### src/common/decode_pkg.sv
// decode unit shared definitions
`default_nettype none

package decode_pkg;

    localparam int XLEN = 32;

    typedef logic [4:0] reg_addr_t;

    typedef enum logic [6:0] {
        OP_SLL, OP_SRL, OP_SRA, OP_SLLV, OP_SRLV, OP_SRAV,
        OP_JALR, OP_SYSCALL, OP_BREAK,
        OP_MFHI, OP_MTHI, OP_MFLO, OP_MTLO,
        OP_MULT, OP_MULTU, OP_DIV, OP_DIVU,
        OP_ADD, OP_ADDU, OP_SUB, OP_SUBU,
        OP_AND, OP_OR, OP_XOR, OP_NOR, OP_SLT, OP_SLTU,
        OP_BLTZ, OP_BGEZ, OP_BLTZAL, OP_BGEZAL,
        OP_BEQ, OP_BNE, OP_BLEZ, OP_BGTZ,
        OP_LUI,
        OP_LB, OP_LH, OP_LW, OP_LBU, OP_LHU,
        OP_SB, OP_SH, OP_SW,
        OP_JAL,
        OP_MFC0, OP_MTC0, OP_ERET,
        OP_INVALID
    } op_t;

    typedef enum logic [2:0] {
        CF_NONE,
        CF_BRANCH,
        CF_JUMP,
        CF_CALL,
        CF_RETURN
    } cf_t;

    // one instruction word in register and immediate formats
    typedef union packed {
        struct packed {
            logic [5:0] opcode;
            reg_addr_t  rs;
            reg_addr_t  rt;
            reg_addr_t  rd;
            logic [4:0] shamt;
            logic [5:0] funct;
        } r;
        struct packed {
            logic [5:0]  opcode;
            reg_addr_t   rs;
            reg_addr_t   rt;
            logic [15:0] imm;
        } i;
    } inst_u;

    localparam logic [7:0] REG_PC           = 8'h00;
    localparam logic [7:0] REG_INST         = 8'h04; // write only
    localparam logic [7:0] REG_DEC_OP       = 8'h08;
    localparam logic [7:0] REG_DEC_REGS     = 8'h0C;
    localparam logic [7:0] REG_JUMP_I       = 8'h10;
    localparam logic [7:0] REG_JUMP_J       = 8'h14;
    localparam logic [7:0] REG_STAT_BRANCH  = 8'h18;
    localparam logic [7:0] REG_STAT_MEM     = 8'h1C;
    localparam logic [7:0] REG_STAT_INVALID = 8'h20;
    localparam logic [7:0] REG_STAT_TOTAL   = 8'h24; // write clears counters

endpackage

`default_nettype wire
### src/verilog/apb_decoder_top.sv
// apb instruction decoder top
`timescale 1ns/1ps
`default_nettype none

module apb_decoder_top import decode_pkg::*; #(
    parameter int APB_ADDR_WIDTH = 8,
    parameter int STAT_WIDTH     = 16
) (
    input  logic                      clk,
    input  logic                      reset,
    input  logic                      psel,
    input  logic                      penable,
    input  logic                      pwrite,
    input  logic [APB_ADDR_WIDTH-1:0] paddr,
    input  logic [XLEN-1:0]           pwdata,
    output logic [XLEN-1:0]           prdata,
    output logic                      pready,
    output logic                      pslverr
);

    logic                  access_strobe;
    logic                  capture_strobe;
    logic                  stat_clear;
    inst_u                 inst;
    logic [XLEN-1:0]       pc;
    op_t                   op;
    reg_addr_t             rs1;
    reg_addr_t             rs2;
    reg_addr_t             rd;
    logic                  use_imm;
    logic                  imm_signed;
    logic                  is_load;
    logic                  is_store;
    logic                  is_multicyc;
    cf_t                   cf;
    logic [XLEN-1:0]       jump_i;
    logic [XLEN-1:0]       jump_j;
    logic [STAT_WIDTH-1:0] stat_branch;
    logic [STAT_WIDTH-1:0] stat_mem;
    logic [STAT_WIDTH-1:0] stat_invalid;
    logic [STAT_WIDTH-1:0] stat_total;

    apb_ctrl_fsm ctrl_i (
        .clk           (clk),
        .reset         (reset),
        .psel          (psel),
        .penable       (penable),
        .access_strobe (access_strobe),
        .pready        (pready)
    );

    decode_regs #(
        .APB_ADDR_WIDTH (APB_ADDR_WIDTH),
        .STAT_WIDTH     (STAT_WIDTH)
    ) regs_i (
        .clk            (clk),
        .reset          (reset),
        .access_strobe  (access_strobe),
        .pwrite         (pwrite),
        .paddr          (paddr),
        .pwdata         (pwdata),
        .op             (op),
        .rs1            (rs1),
        .rs2            (rs2),
        .rd             (rd),
        .use_imm        (use_imm),
        .imm_signed     (imm_signed),
        .is_load        (is_load),
        .is_store       (is_store),
        .is_multicyc    (is_multicyc),
        .cf             (cf),
        .jump_i         (jump_i),
        .jump_j         (jump_j),
        .stat_branch    (stat_branch),
        .stat_mem       (stat_mem),
        .stat_invalid   (stat_invalid),
        .stat_total     (stat_total),
        .inst           (inst),
        .pc             (pc),
        .capture_strobe (capture_strobe),
        .stat_clear     (stat_clear),
        .prdata         (prdata),
        .pslverr        (pslverr)
    );

    inst_decode decode_i (
        .inst        (inst),
        .op          (op),
        .rs1         (rs1),
        .rs2         (rs2),
        .rd          (rd),
        .use_imm     (use_imm),
        .imm_signed  (imm_signed),
        .is_load     (is_load),
        .is_store    (is_store),
        .is_multicyc (is_multicyc)
    );

    branch_classify branch_i (
        .inst   (inst),
        .pc     (pc),
        .cf     (cf),
        .jump_i (jump_i),
        .jump_j (jump_j)
    );

    decode_stats #(
        .STAT_WIDTH (STAT_WIDTH)
    ) stats_i (
        .clk            (clk),
        .reset          (reset),
        .capture_strobe (capture_strobe),
        .stat_clear     (stat_clear),
        .op             (op),
        .is_load        (is_load),
        .is_store       (is_store),
        .cf             (cf),
        .stat_branch    (stat_branch),
        .stat_mem       (stat_mem),
        .stat_invalid   (stat_invalid),
        .stat_total     (stat_total)
    );

endmodule

`default_nettype wire

### src/verilog/decode_regs.sv
// host visible register block
`timescale 1ns/1ps
`default_nettype none

module decode_regs import decode_pkg::*; #(
    parameter int APB_ADDR_WIDTH = 8,
    parameter int STAT_WIDTH     = 16
) (
    input  logic                      clk,
    input  logic                      reset,
    input  logic                      access_strobe,
    input  logic                      pwrite,
    input  logic [APB_ADDR_WIDTH-1:0] paddr,
    input  logic [XLEN-1:0]           pwdata,
    input  op_t                       op,
    input  reg_addr_t                 rs1,
    input  reg_addr_t                 rs2,
    input  reg_addr_t                 rd,
    input  logic                      use_imm,
    input  logic                      imm_signed,
    input  logic                      is_load,
    input  logic                      is_store,
    input  logic                      is_multicyc,
    input  cf_t                       cf,
    input  logic [XLEN-1:0]           jump_i,
    input  logic [XLEN-1:0]           jump_j,
    input  logic [STAT_WIDTH-1:0]     stat_branch,
    input  logic [STAT_WIDTH-1:0]     stat_mem,
    input  logic [STAT_WIDTH-1:0]     stat_invalid,
    input  logic [STAT_WIDTH-1:0]     stat_total,
    output inst_u                     inst,
    output logic [XLEN-1:0]           pc,
    output logic                      capture_strobe,
    output logic                      stat_clear,
    output logic [XLEN-1:0]           prdata,
    output logic                      pslverr
);

    logic [XLEN-1:0] dec_op_q;
    logic [XLEN-1:0] dec_regs_q;
    logic [XLEN-1:0] jump_i_q;
    logic [XLEN-1:0] jump_j_q;
    logic [XLEN-1:0] rdata;
    logic            err;
    logic            wr;

    assign wr         = access_strobe && pwrite;
    assign stat_clear = wr && (paddr == APB_ADDR_WIDTH'(REG_STAT_TOTAL));

    always_comb begin
        rdata = '0;
        err   = 1'b0;
        case (paddr)
            APB_ADDR_WIDTH'(REG_PC):           rdata = pc;
            APB_ADDR_WIDTH'(REG_INST):         rdata = '0; // write only
            APB_ADDR_WIDTH'(REG_DEC_OP):       rdata = dec_op_q;
            APB_ADDR_WIDTH'(REG_DEC_REGS):     rdata = dec_regs_q;
            APB_ADDR_WIDTH'(REG_JUMP_I):       rdata = jump_i_q;
            APB_ADDR_WIDTH'(REG_JUMP_J):       rdata = jump_j_q;
            APB_ADDR_WIDTH'(REG_STAT_BRANCH):  rdata = XLEN'(stat_branch);
            APB_ADDR_WIDTH'(REG_STAT_MEM):     rdata = XLEN'(stat_mem);
            APB_ADDR_WIDTH'(REG_STAT_INVALID): rdata = XLEN'(stat_invalid);
            APB_ADDR_WIDTH'(REG_STAT_TOTAL):   rdata = XLEN'(stat_total);
            default:                           err   = 1'b1;
        endcase
        // only pc, inst and the clear register take writes
        if (pwrite && !err && paddr != APB_ADDR_WIDTH'(REG_PC)
                && paddr != APB_ADDR_WIDTH'(REG_INST)
                && paddr != APB_ADDR_WIDTH'(REG_STAT_TOTAL)) begin
            err = 1'b1;
        end
    end

    always_ff @(posedge clk) begin
        if (reset) begin
            pc             <= '0;
            inst           <= '0;
            capture_strobe <= 1'b0;
            prdata         <= '0;
            pslverr        <= 1'b0;
        end else begin
            capture_strobe <= wr && (paddr == APB_ADDR_WIDTH'(REG_INST));
            if (wr && paddr == APB_ADDR_WIDTH'(REG_PC)) begin
                pc <= pwdata;
            end
            if (wr && paddr == APB_ADDR_WIDTH'(REG_INST)) begin
                inst <= pwdata;
            end
            if (access_strobe) begin
                prdata  <= pwrite ? '0 : rdata;
                pslverr <= err;
            end
        end
    end

    // decode result one edge after the instruction lands
    always_ff @(posedge clk) begin
        if (reset) begin
            dec_op_q   <= '0;
            dec_regs_q <= '0;
            jump_i_q   <= 32'd4; // target of zero pc and zero word
            jump_j_q   <= '0;
        end else if (capture_strobe) begin
            dec_op_q   <= {16'b0, is_multicyc, is_store, is_load, imm_signed,
                           use_imm, cf, 1'b0, op};
            dec_regs_q <= {11'b0, rd, 3'b0, rs2, 3'b0, rs1};
            jump_i_q   <= jump_i;
            jump_j_q   <= jump_j;
        end
    end

endmodule

`default_nettype wire

### src/verilog/decode_stats.sv
// decode statistics counters
`timescale 1ns/1ps
`default_nettype none

module decode_stats import decode_pkg::*; #(
    parameter int STAT_WIDTH = 16
) (
    input  logic                  clk,
    input  logic                  reset,
    input  logic                  capture_strobe,
    input  logic                  stat_clear,
    input  op_t                   op,
    input  logic                  is_load,
    input  logic                  is_store,
    input  cf_t                   cf,
    output logic [STAT_WIDTH-1:0] stat_branch,
    output logic [STAT_WIDTH-1:0] stat_mem,
    output logic [STAT_WIDTH-1:0] stat_invalid,
    output logic [STAT_WIDTH-1:0] stat_total
);

    logic [3:0][STAT_WIDTH-1:0] cnt;
    logic [3:0]                 hit;

    assign hit = {1'b1, op == OP_INVALID, is_load | is_store, cf == CF_BRANCH};

    always_ff @(posedge clk) begin
        if (reset || stat_clear) begin
            cnt <= '0;
        end else if (capture_strobe) begin
            for (int i = 0; i < 4; i++) begin
                if (hit[i] && !(&cnt[i])) begin // hold at max
                    cnt[i] <= cnt[i] + STAT_WIDTH'(1);
                end
            end
        end
    end

    assign stat_branch  = cnt[0];
    assign stat_mem     = cnt[1];
    assign stat_invalid = cnt[2];
    assign stat_total   = cnt[3];

endmodule

`default_nettype wire

### src/verilog/apb_ctrl_fsm.sv
// apb transfer sequencer
`timescale 1ns/1ps
`default_nettype none

module apb_ctrl_fsm (
    input  logic clk,
    input  logic reset,
    input  logic psel,
    input  logic penable,
    output logic access_strobe,
    output logic pready
);

    localparam logic [1:0] S_IDLE  = 2'd0;
    localparam logic [1:0] S_WAIT  = 2'd1;
    localparam logic [1:0] S_READY = 2'd2;

    logic [1:0] state;

    // first access cycle seen from idle
    assign access_strobe = (state == S_IDLE) && psel && penable;

    always_ff @(posedge clk) begin
        if (reset) begin
            state  <= S_IDLE;
            pready <= 1'b0;
        end else begin
            case (state)
                S_IDLE: begin
                    if (access_strobe) begin
                        state  <= S_WAIT;
                        pready <= 1'b1; // data registered by now
                    end
                end
                S_WAIT: begin
                    state  <= S_READY;
                    pready <= 1'b0;
                end
                S_READY: state <= S_IDLE; // next setup may overlap
                default: state <= S_IDLE;
            endcase
        end
    end

endmodule

`default_nettype wire

### src/decoder/branch_classify.sv
// control flow class and targets
`timescale 1ns/1ps
`default_nettype none

module branch_classify import decode_pkg::*; (
    input  inst_u            inst,
    input  logic [XLEN-1:0]  pc,
    output cf_t              cf,
    output logic [XLEN-1:0]  jump_i,
    output logic [XLEN-1:0]  jump_j
);

    logic [XLEN-1:0] pc_plus4;
    logic            is_regimm_br;
    logic            is_branch;
    logic            is_jump_i;
    logic            is_jump_r;
    logic            is_call;
    logic            is_return;

    assign pc_plus4 = pc + 32'd4;
    assign jump_i   = pc_plus4 + {{14{inst.i.imm[15]}}, inst.i.imm, 2'b00};
    assign jump_j   = {pc_plus4[31:28], inst.r.rs, inst.r.rt, inst.r.rd,
                       inst.r.shamt, inst.r.funct, 2'b00}; // 26 bit index

    assign is_regimm_br = (inst.i.opcode == 6'b000001) && (inst.i.rt[3:1] == 3'b000);
    assign is_branch    = (inst.i.opcode[5:2] == 4'b0001) || is_regimm_br;
    assign is_jump_i    = (inst.r.opcode[5:1] == 5'b00001);
    assign is_jump_r    = (inst.r.opcode == 6'b000000) && (inst.r.funct[5:1] == 5'b00100);
    assign is_call      = (inst.r.opcode == 6'b000011)
                        || (is_regimm_br && inst.i.rt[4])
                        || (is_jump_r && inst.r.rd == 5'd31);
    assign is_return    = is_jump_r && !inst.r.funct[0] && inst.r.rs == 5'd31; // jr $ra

    always_comb begin
        unique casez ({is_branch, is_return, is_call, is_jump_i | is_jump_r})
            4'b1???: cf = CF_BRANCH;
            4'b01??: cf = CF_RETURN;
            4'b001?: cf = CF_CALL;
            4'b0001: cf = CF_JUMP;
            default: cf = CF_NONE;
        endcase
    end

endmodule

`default_nettype wire

### src/decoder/inst_decode.sv
// instruction field decoder
`timescale 1ns/1ps
`default_nettype none

module inst_decode import decode_pkg::*; (
    input  inst_u     inst,
    output op_t       op,
    output reg_addr_t rs1,
    output reg_addr_t rs2,
    output reg_addr_t rd,
    output logic      use_imm,
    output logic      imm_signed,
    output logic      is_load,
    output logic      is_store,
    output logic      is_multicyc
);

    always_comb begin
        op          = OP_SLL;
        rs1         = '0;
        rs2         = '0;
        rd          = '0;
        use_imm     = 1'b0;
        imm_signed  = 1'b1;
        is_load     = 1'b0;
        is_store    = 1'b0;
        is_multicyc = 1'b0;

        unique casez (inst.r.opcode)
            6'b000000: begin // SPECIAL
                rs1 = inst.r.rs;
                rs2 = inst.r.rt;
                rd  = inst.r.rd;
                unique casez (inst.r.funct)
                    6'b0110??: is_multicyc = 1'b1; // mult/div
                    6'b0100?1: is_multicyc = 1'b1; // mthi/mtlo
                    default:   is_multicyc = 1'b0;
                endcase
                unique case (inst.r.funct)
                    6'b000000: op = OP_SLL;
                    6'b000010: op = OP_SRL;
                    6'b000011: op = OP_SRA;
                    6'b000100: op = OP_SLLV;
                    6'b000110: op = OP_SRLV;
                    6'b000111: op = OP_SRAV;
                    6'b001000: op = OP_JALR; // jr
                    6'b001001: op = OP_JALR;
                    6'b001100: op = OP_SYSCALL;
                    6'b001101: op = OP_BREAK;
                    6'b010000: op = OP_MFHI;
                    6'b010001: op = OP_MTHI;
                    6'b010010: op = OP_MFLO;
                    6'b010011: op = OP_MTLO;
                    6'b011000: op = OP_MULT;
                    6'b011001: op = OP_MULTU;
                    6'b011010: op = OP_DIV;
                    6'b011011: op = OP_DIVU;
                    6'b100000: op = OP_ADD;
                    6'b100001: op = OP_ADDU;
                    6'b100010: op = OP_SUB;
                    6'b100011: op = OP_SUBU;
                    6'b100100: op = OP_AND;
                    6'b100101: op = OP_OR;
                    6'b100110: op = OP_XOR;
                    6'b100111: op = OP_NOR;
                    6'b101010: op = OP_SLT;
                    6'b101011: op = OP_SLTU;
                    default:   op = OP_INVALID;
                endcase
            end

            6'b000001: begin // REGIMM
                rs1     = inst.i.rs;
                rd      = (inst.i.rt[4:1] == 4'b1000) ? 5'd31 : 5'd0; // link forms
                use_imm = 1'b1;
                unique case (inst.i.rt)
                    5'b00000: op = OP_BLTZ;
                    5'b00001: op = OP_BGEZ;
                    5'b10000: op = OP_BLTZAL;
                    5'b10001: op = OP_BGEZAL;
                    default:  op = OP_INVALID;
                endcase
            end

            6'b0001??: begin // conditional branch
                rs1 = inst.i.rs;
                rs2 = inst.i.rt;
                unique case (inst.i.opcode[1:0])
                    2'b00: op = OP_BEQ;
                    2'b01: op = OP_BNE;
                    2'b10: op = OP_BLEZ;
                    2'b11: op = OP_BGTZ;
                endcase
            end

            6'b001???: begin // immediate alu
                rs1        = inst.i.rs;
                rd         = inst.i.rt;
                use_imm    = 1'b1;
                imm_signed = ~inst.i.opcode[2]; // logic ops zero extend
                unique case (inst.i.opcode[2:0])
                    3'b000: op = OP_ADD;
                    3'b001: op = OP_ADDU;
                    3'b010: op = OP_SLT;
                    3'b011: op = OP_SLTU;
                    3'b100: op = OP_AND;
                    3'b101: op = OP_OR;
                    3'b110: op = OP_XOR;
                    3'b111: op = OP_LUI;
                endcase
            end

            6'b100???: begin // load
                rs1     = inst.i.rs;
                rs2     = (inst.i.opcode[1:0] == 2'b10) ? inst.i.rt : '0;
                rd      = inst.i.rt;
                is_load = 1'b1;
                unique case (inst.i.opcode[2:0])
                    3'b000:  op = OP_LB;
                    3'b001:  op = OP_LH;
                    3'b011:  op = OP_LW;
                    3'b100:  op = OP_LBU;
                    3'b101:  op = OP_LHU;
                    default: op = OP_INVALID;
                endcase
            end

            6'b101???: begin // store
                rs1      = inst.i.rs;
                rs2      = inst.i.rt;
                is_store = 1'b1;
                unique case (inst.i.opcode[2:0])
                    3'b000:  op = OP_SB;
                    3'b001:  op = OP_SH;
                    3'b011:  op = OP_SW;
                    default: op = OP_INVALID;
                endcase
            end

            6'b00001?: begin // j / jal
                rd = {$bits(reg_addr_t){inst.r.opcode[0]}};
                op = OP_JAL;
            end

            6'b010000: begin // COP0
                unique case (inst.r.rs)
                    5'b00000: begin
                        op = OP_MFC0;
                        rd = inst.r.rt;
                    end
                    5'b00100: begin
                        op  = OP_MTC0;
                        rs1 = inst.r.rt;
                    end
                    5'b10000: op = (inst.r.funct == 6'b011000) ? OP_ERET : OP_INVALID;
                    default:  op = OP_INVALID;
                endcase
            end

            default: op = OP_INVALID;
        endcase
    end

endmodule

`default_nettype wire

### config.mk
export PLATFORM = sky130hd
export DESIGN_NAME = apb_decoder_top
export DESIGN_NICKNAME = d
export VERILOG_FILES = /design/src/common/decode_pkg.sv /design/src/verilog/apb_decoder_top.sv /design/src/verilog/decode_regs.sv /design/src/verilog/decode_stats.sv /design/src/verilog/apb_ctrl_fsm.sv /design/src/decoder/branch_classify.sv /design/src/decoder/inst_decode.sv
export SDC_FILE = /design/constraint.sdc
export NUM_CORES = 1
export LEC_CHECK = 0
export BUFFER_PORTS_ARGS = -buffer_cell sky130_fd_sc_hd__buf_2
export CAP_MARGIN = 5
export CELL_PAD_IN_SITES_DETAIL_PLACEMENT = 0
export CELL_PAD_IN_SITES_GLOBAL_PLACEMENT = 2
export CORE_ASPECT_RATIO = 0.6
export CORE_MARGIN = 2
export CORE_UTILIZATION = 40
export DETAILED_ROUTE_END_ITERATION = 8
export PLACE_DENSITY = 0.94
export SLEW_MARGIN = 30
export SYNTH_ARGS = -nofsm -noshare
export SYNTH_HDL_FRONTEND = slang
export SYNTH_SLANG_ARGS = --single-unit
### constraint.sdc
create_clock -name clk -period 5 [get_ports clk]
set_clock_uncertainty 0.05 [all_clocks]
set_input_delay 0.5 -clock clk [delete_from_list [all_inputs] [get_ports clk]]
set_output_delay 0.5 -clock clk [all_outputs]
set_load 0.01 [all_outputs]
==> results_dict.tcl <==
set metrics [dict create \
    finalHoldViolCount 0 \
    final_cell_mix "dfxtp_1, nand2_1, nor2_1" \
    timing.critical_path.buf_inv 0 \
    synthesis.nets 1818 \
    antenna_found_initial 0 \
    finalCritPeriodShare 0.821 \
    globalRoute.totalOverflow 0 \
    grt_pass1_wl_um 73700 \
    drv_slew 0 \
    maxCapViolCount 0 \
    status "finished, final reports clean" \
    finalWirelength_um 49500 \
    cts_resized 0 \
    die_area_mm2 0.0367 \
    dr.pass1.iters 6 \
    insertion_delay_ns 0.56 \
    syn_to_final_growth_pct 11.1 \
    finalSetupTns_ns 0 \
    drive_gt1_frac 0.104 \
    final_common_cell "dfxtp_1" \
    grt_max_degree 81 \
    cts.clk_slew.worst_paths_ns 0.07 \
    ys_seq_elements 268 \
    crit_slowest_cell "nor4_1" \
    cts_root_buf "clkbuf_16" \
    cts_sinks 268 \
    avgSynthCellArea_um2 8.12 \
    whs_ns 0.142 \
    drtIter0Drc 1525 \
    clock_path_buffers 3 \
    finalSetupViolCount 0 \
    cts_tree "built" \
    cts_made_buffers 27 \
    synth.distinct_cells 88 \
    path_delay_family "simple AND/OR/NAND/NOR gates" \
    nFillCells 3520 \
    initial_core_util 0.403 \
    crit_fanout 6 \
    crit_path_end_kind "flip-flop" \
    syn_area_mm2 0.0140 \
    hp-class "in -> reg" \
    die_h_um 149 \
    cellPowerDensity_mw_per_mm2 269 \
    grt_use_total 0.266 \
    placeableCoreArea_mm2 0.0348 \
    tightest_slew_ns 0.975 \
    cp_cell_sequence "ha_1 -> nand4_1 -> nor2_1 -> nand2_1 -> xnor2_1 -> ha_1 -> nand3_1 -> nor4_1 -> a32oi_1 -> o211ai_1 -> a21oi_1 -> or3_1 -> a31oi_1 -> xnor2_1 -> a211oi_1" \
    vias 13100 \
    min_period_ns 4.11 \
    async_flop_share 0 \
    p_leak_nw 5.66 \
    max_stage_delay_ns 0.51 \
    synth_edf_count 0 \
    crit_path_start_kind "flip-flop" \
    synthesis.instances 1728 \
    pin_count 79 \
    synthFlopType "dfxtp_1" \
    rsz0062_at_grt "no" \
    rows 53 \
    ant_nets 0 \
    post-cts-setup-buffers 0 \
    cp.arrival_ns 4.53 \
    cts_hold_buf 0 \
    finalPower_mw 4.19 \
    fp.dieW_um 246 \
    critPathRequiredTime_ns 5.42 \
    fmax_ghz 0.244 \
    finish.utilization 0.448 \
    portBuffers 78 \
    ys_seq_area_frac 0.382 \
    dp_hpwl_um 37100 \
    n_antenna_cell 0 \
    drc 0 \
    place_congestion 0.959 \
    slew_headroom 0.348 \
    grt_pass1_vias 11600 \
    ir_worst_vdd_v 0.000221 \
    yosys_warnings 0 \
    vias_per_cell 5.88 \
    drt-wirelength-per-cell_um 22.2 \
    num-nets-final 1839 \
    path_class "reg -> reg" \
    htreeDepth 1 \
]
## cell type report
type / count / area, µm² / area share
multi-input combinational: 1323 / 8150 / 0.522
sequential: 268 / 5370 / 0.344
clock buffer: 35 / 716 / 0.0459
timing repair buffer: 103 / 584 / 0.0375
tap: 467 / 584 / 0.0375
clock inverter: 12 / 97.6 / 0.00626
inverter: 26 / 97.6 / 0.00626
## Yosys cell counts, types with 7 or more instances
| library cell | n | area [µm²] |
|---|---|---|
| nor2b_1 | 8 | 50.1 |
| mux2i_1 | 56 | 561 |
| o21ai_0 | 46 | 230 |
| clkbuf_1 | 86 | 323 |
| a31oi_1 | 22 | 138 |
| xnor2_1 | 44 | 385 |
| nor3_1 | 28 | 140 |
| and2_1 | 10 | 62.6 |
| dfxtp_1 | 268 | 5370 |
| nand2_1 | 247 | 927 |
| xor2_1 | 54 | 473 |
| buf_2 | 13 | 65.1 |
| ha_1 | 44 | 551 |
| nand2b_1 | 7 | 43.8 |
| a222oi_1 | 24 | 240 |
| buf_1 | 7 | 26.3 |
| and4_1 | 7 | 61.3 |
| and3_1 | 26 | 163 |
| a221oi_1 | 30 | 263 |
| inv_1 | 23 | 86.3 |
| a21oi_1 | 177 | 886 |
| o211ai_1 | 8 | 60.1 |
| o22ai_1 | 7 | 43.8 |
| a22o_1 | 23 | 201 |
| nand3_1 | 45 | 225 |
| a211oi_1 | 17 | 128 |
| or3_1 | 19 | 119 |
| a21o_1 | 18 | 135 |
| nand4_1 | 23 | 144 |
| nor2_1 | 229 | 860 |
## registers in the layout, indices dropped and copies added (netlist names), 2 cells and up, named ones only
| register | cells |
|---|---|
| regs_i.pc | 32 |
| stats_i.stat_branch | 16 |
| ctrl_i.state | 2 |
| regs_i.prdata | 32 |
| stats_i.stat_total | 16 |
| regs_i.dec_regs_q | 15 |
| regs_i.jump_i_q | 32 |
| stats_i.stat_invalid | 16 |
| regs_i.dec_op_q | 14 |
| stats_i.stat_mem | 16 |
| regs_i.inst | 32 |
| regs_i.jump_j_q | 30 |
## through the flow
stage	instance area (µm²)	cells	worst slack [ns]
after floorplan	14000	1728	1.73
after global placement	14800	2187	1.06
after detailed placement	14800	2187	0.996
after CTS	15600	2234	0.983
after global routing	15600	2234	0.590
final	15600	2234	0.893
## power by group
part	switching, mW	internal, mW	total [mW]
Sequential	0.00134	2.14	2.14
Clock	0.901	1.06	1.96
Combinational	0.0698	0.0221	0.0919
Total	0.972	3.22	4.19
## final timing paths
path	start	end	slack, ns	cells past startpoint
max	regs_i.pc[2]	regs_i.jump_i_q[31]	0.89	15
min reg2reg	ctrl_i.pready	ctrl_i.pready	0.41	2
min	pwdata[29]	regs_i.pc[29]	0.14	3
max reg2reg	regs_i.pc[2]	regs_i.jump_i_q[31]	0.89	15
## logic make-up after synthesis
| logic type | synth area share |
|---|---|
| AO/OA/AOI/OAI | 0.208 |
| AND/OR/NAND/NOR | 0.226 |
| multiplexers | 0.0423 |
| buffers and inverters | 0.0399 |
| flip-flops | 0.382 |
| XOR/XNOR | 0.0611 |
| adder cells (fa/ha/maj) | 0.0406 |
## tightest hold or removal path, delay by kind of cell
family,cells,cell delay (ns)
AOI/OAI and AO/OA,1,0.05
and+or+nand+nor,1,0.05
buffers and inverters,1,0.10
## routing by layer
| metal | global-route usage | routed length [µm] | vias to the layer above |
|---|---|---|---|
| li1 | - | - | 6213 |
| met3 | 0.0984 | 6300 | 44 |
| met5 | 0.0294 | 146 | - |
| met4 | 0.0382 | 561 | 2 |
| met1 | 0.428 | 24900 | 6305 |
| met2 | 0.325 | 17600 | 582 |
No activity file was read; power rests on OpenSTA's default activity.
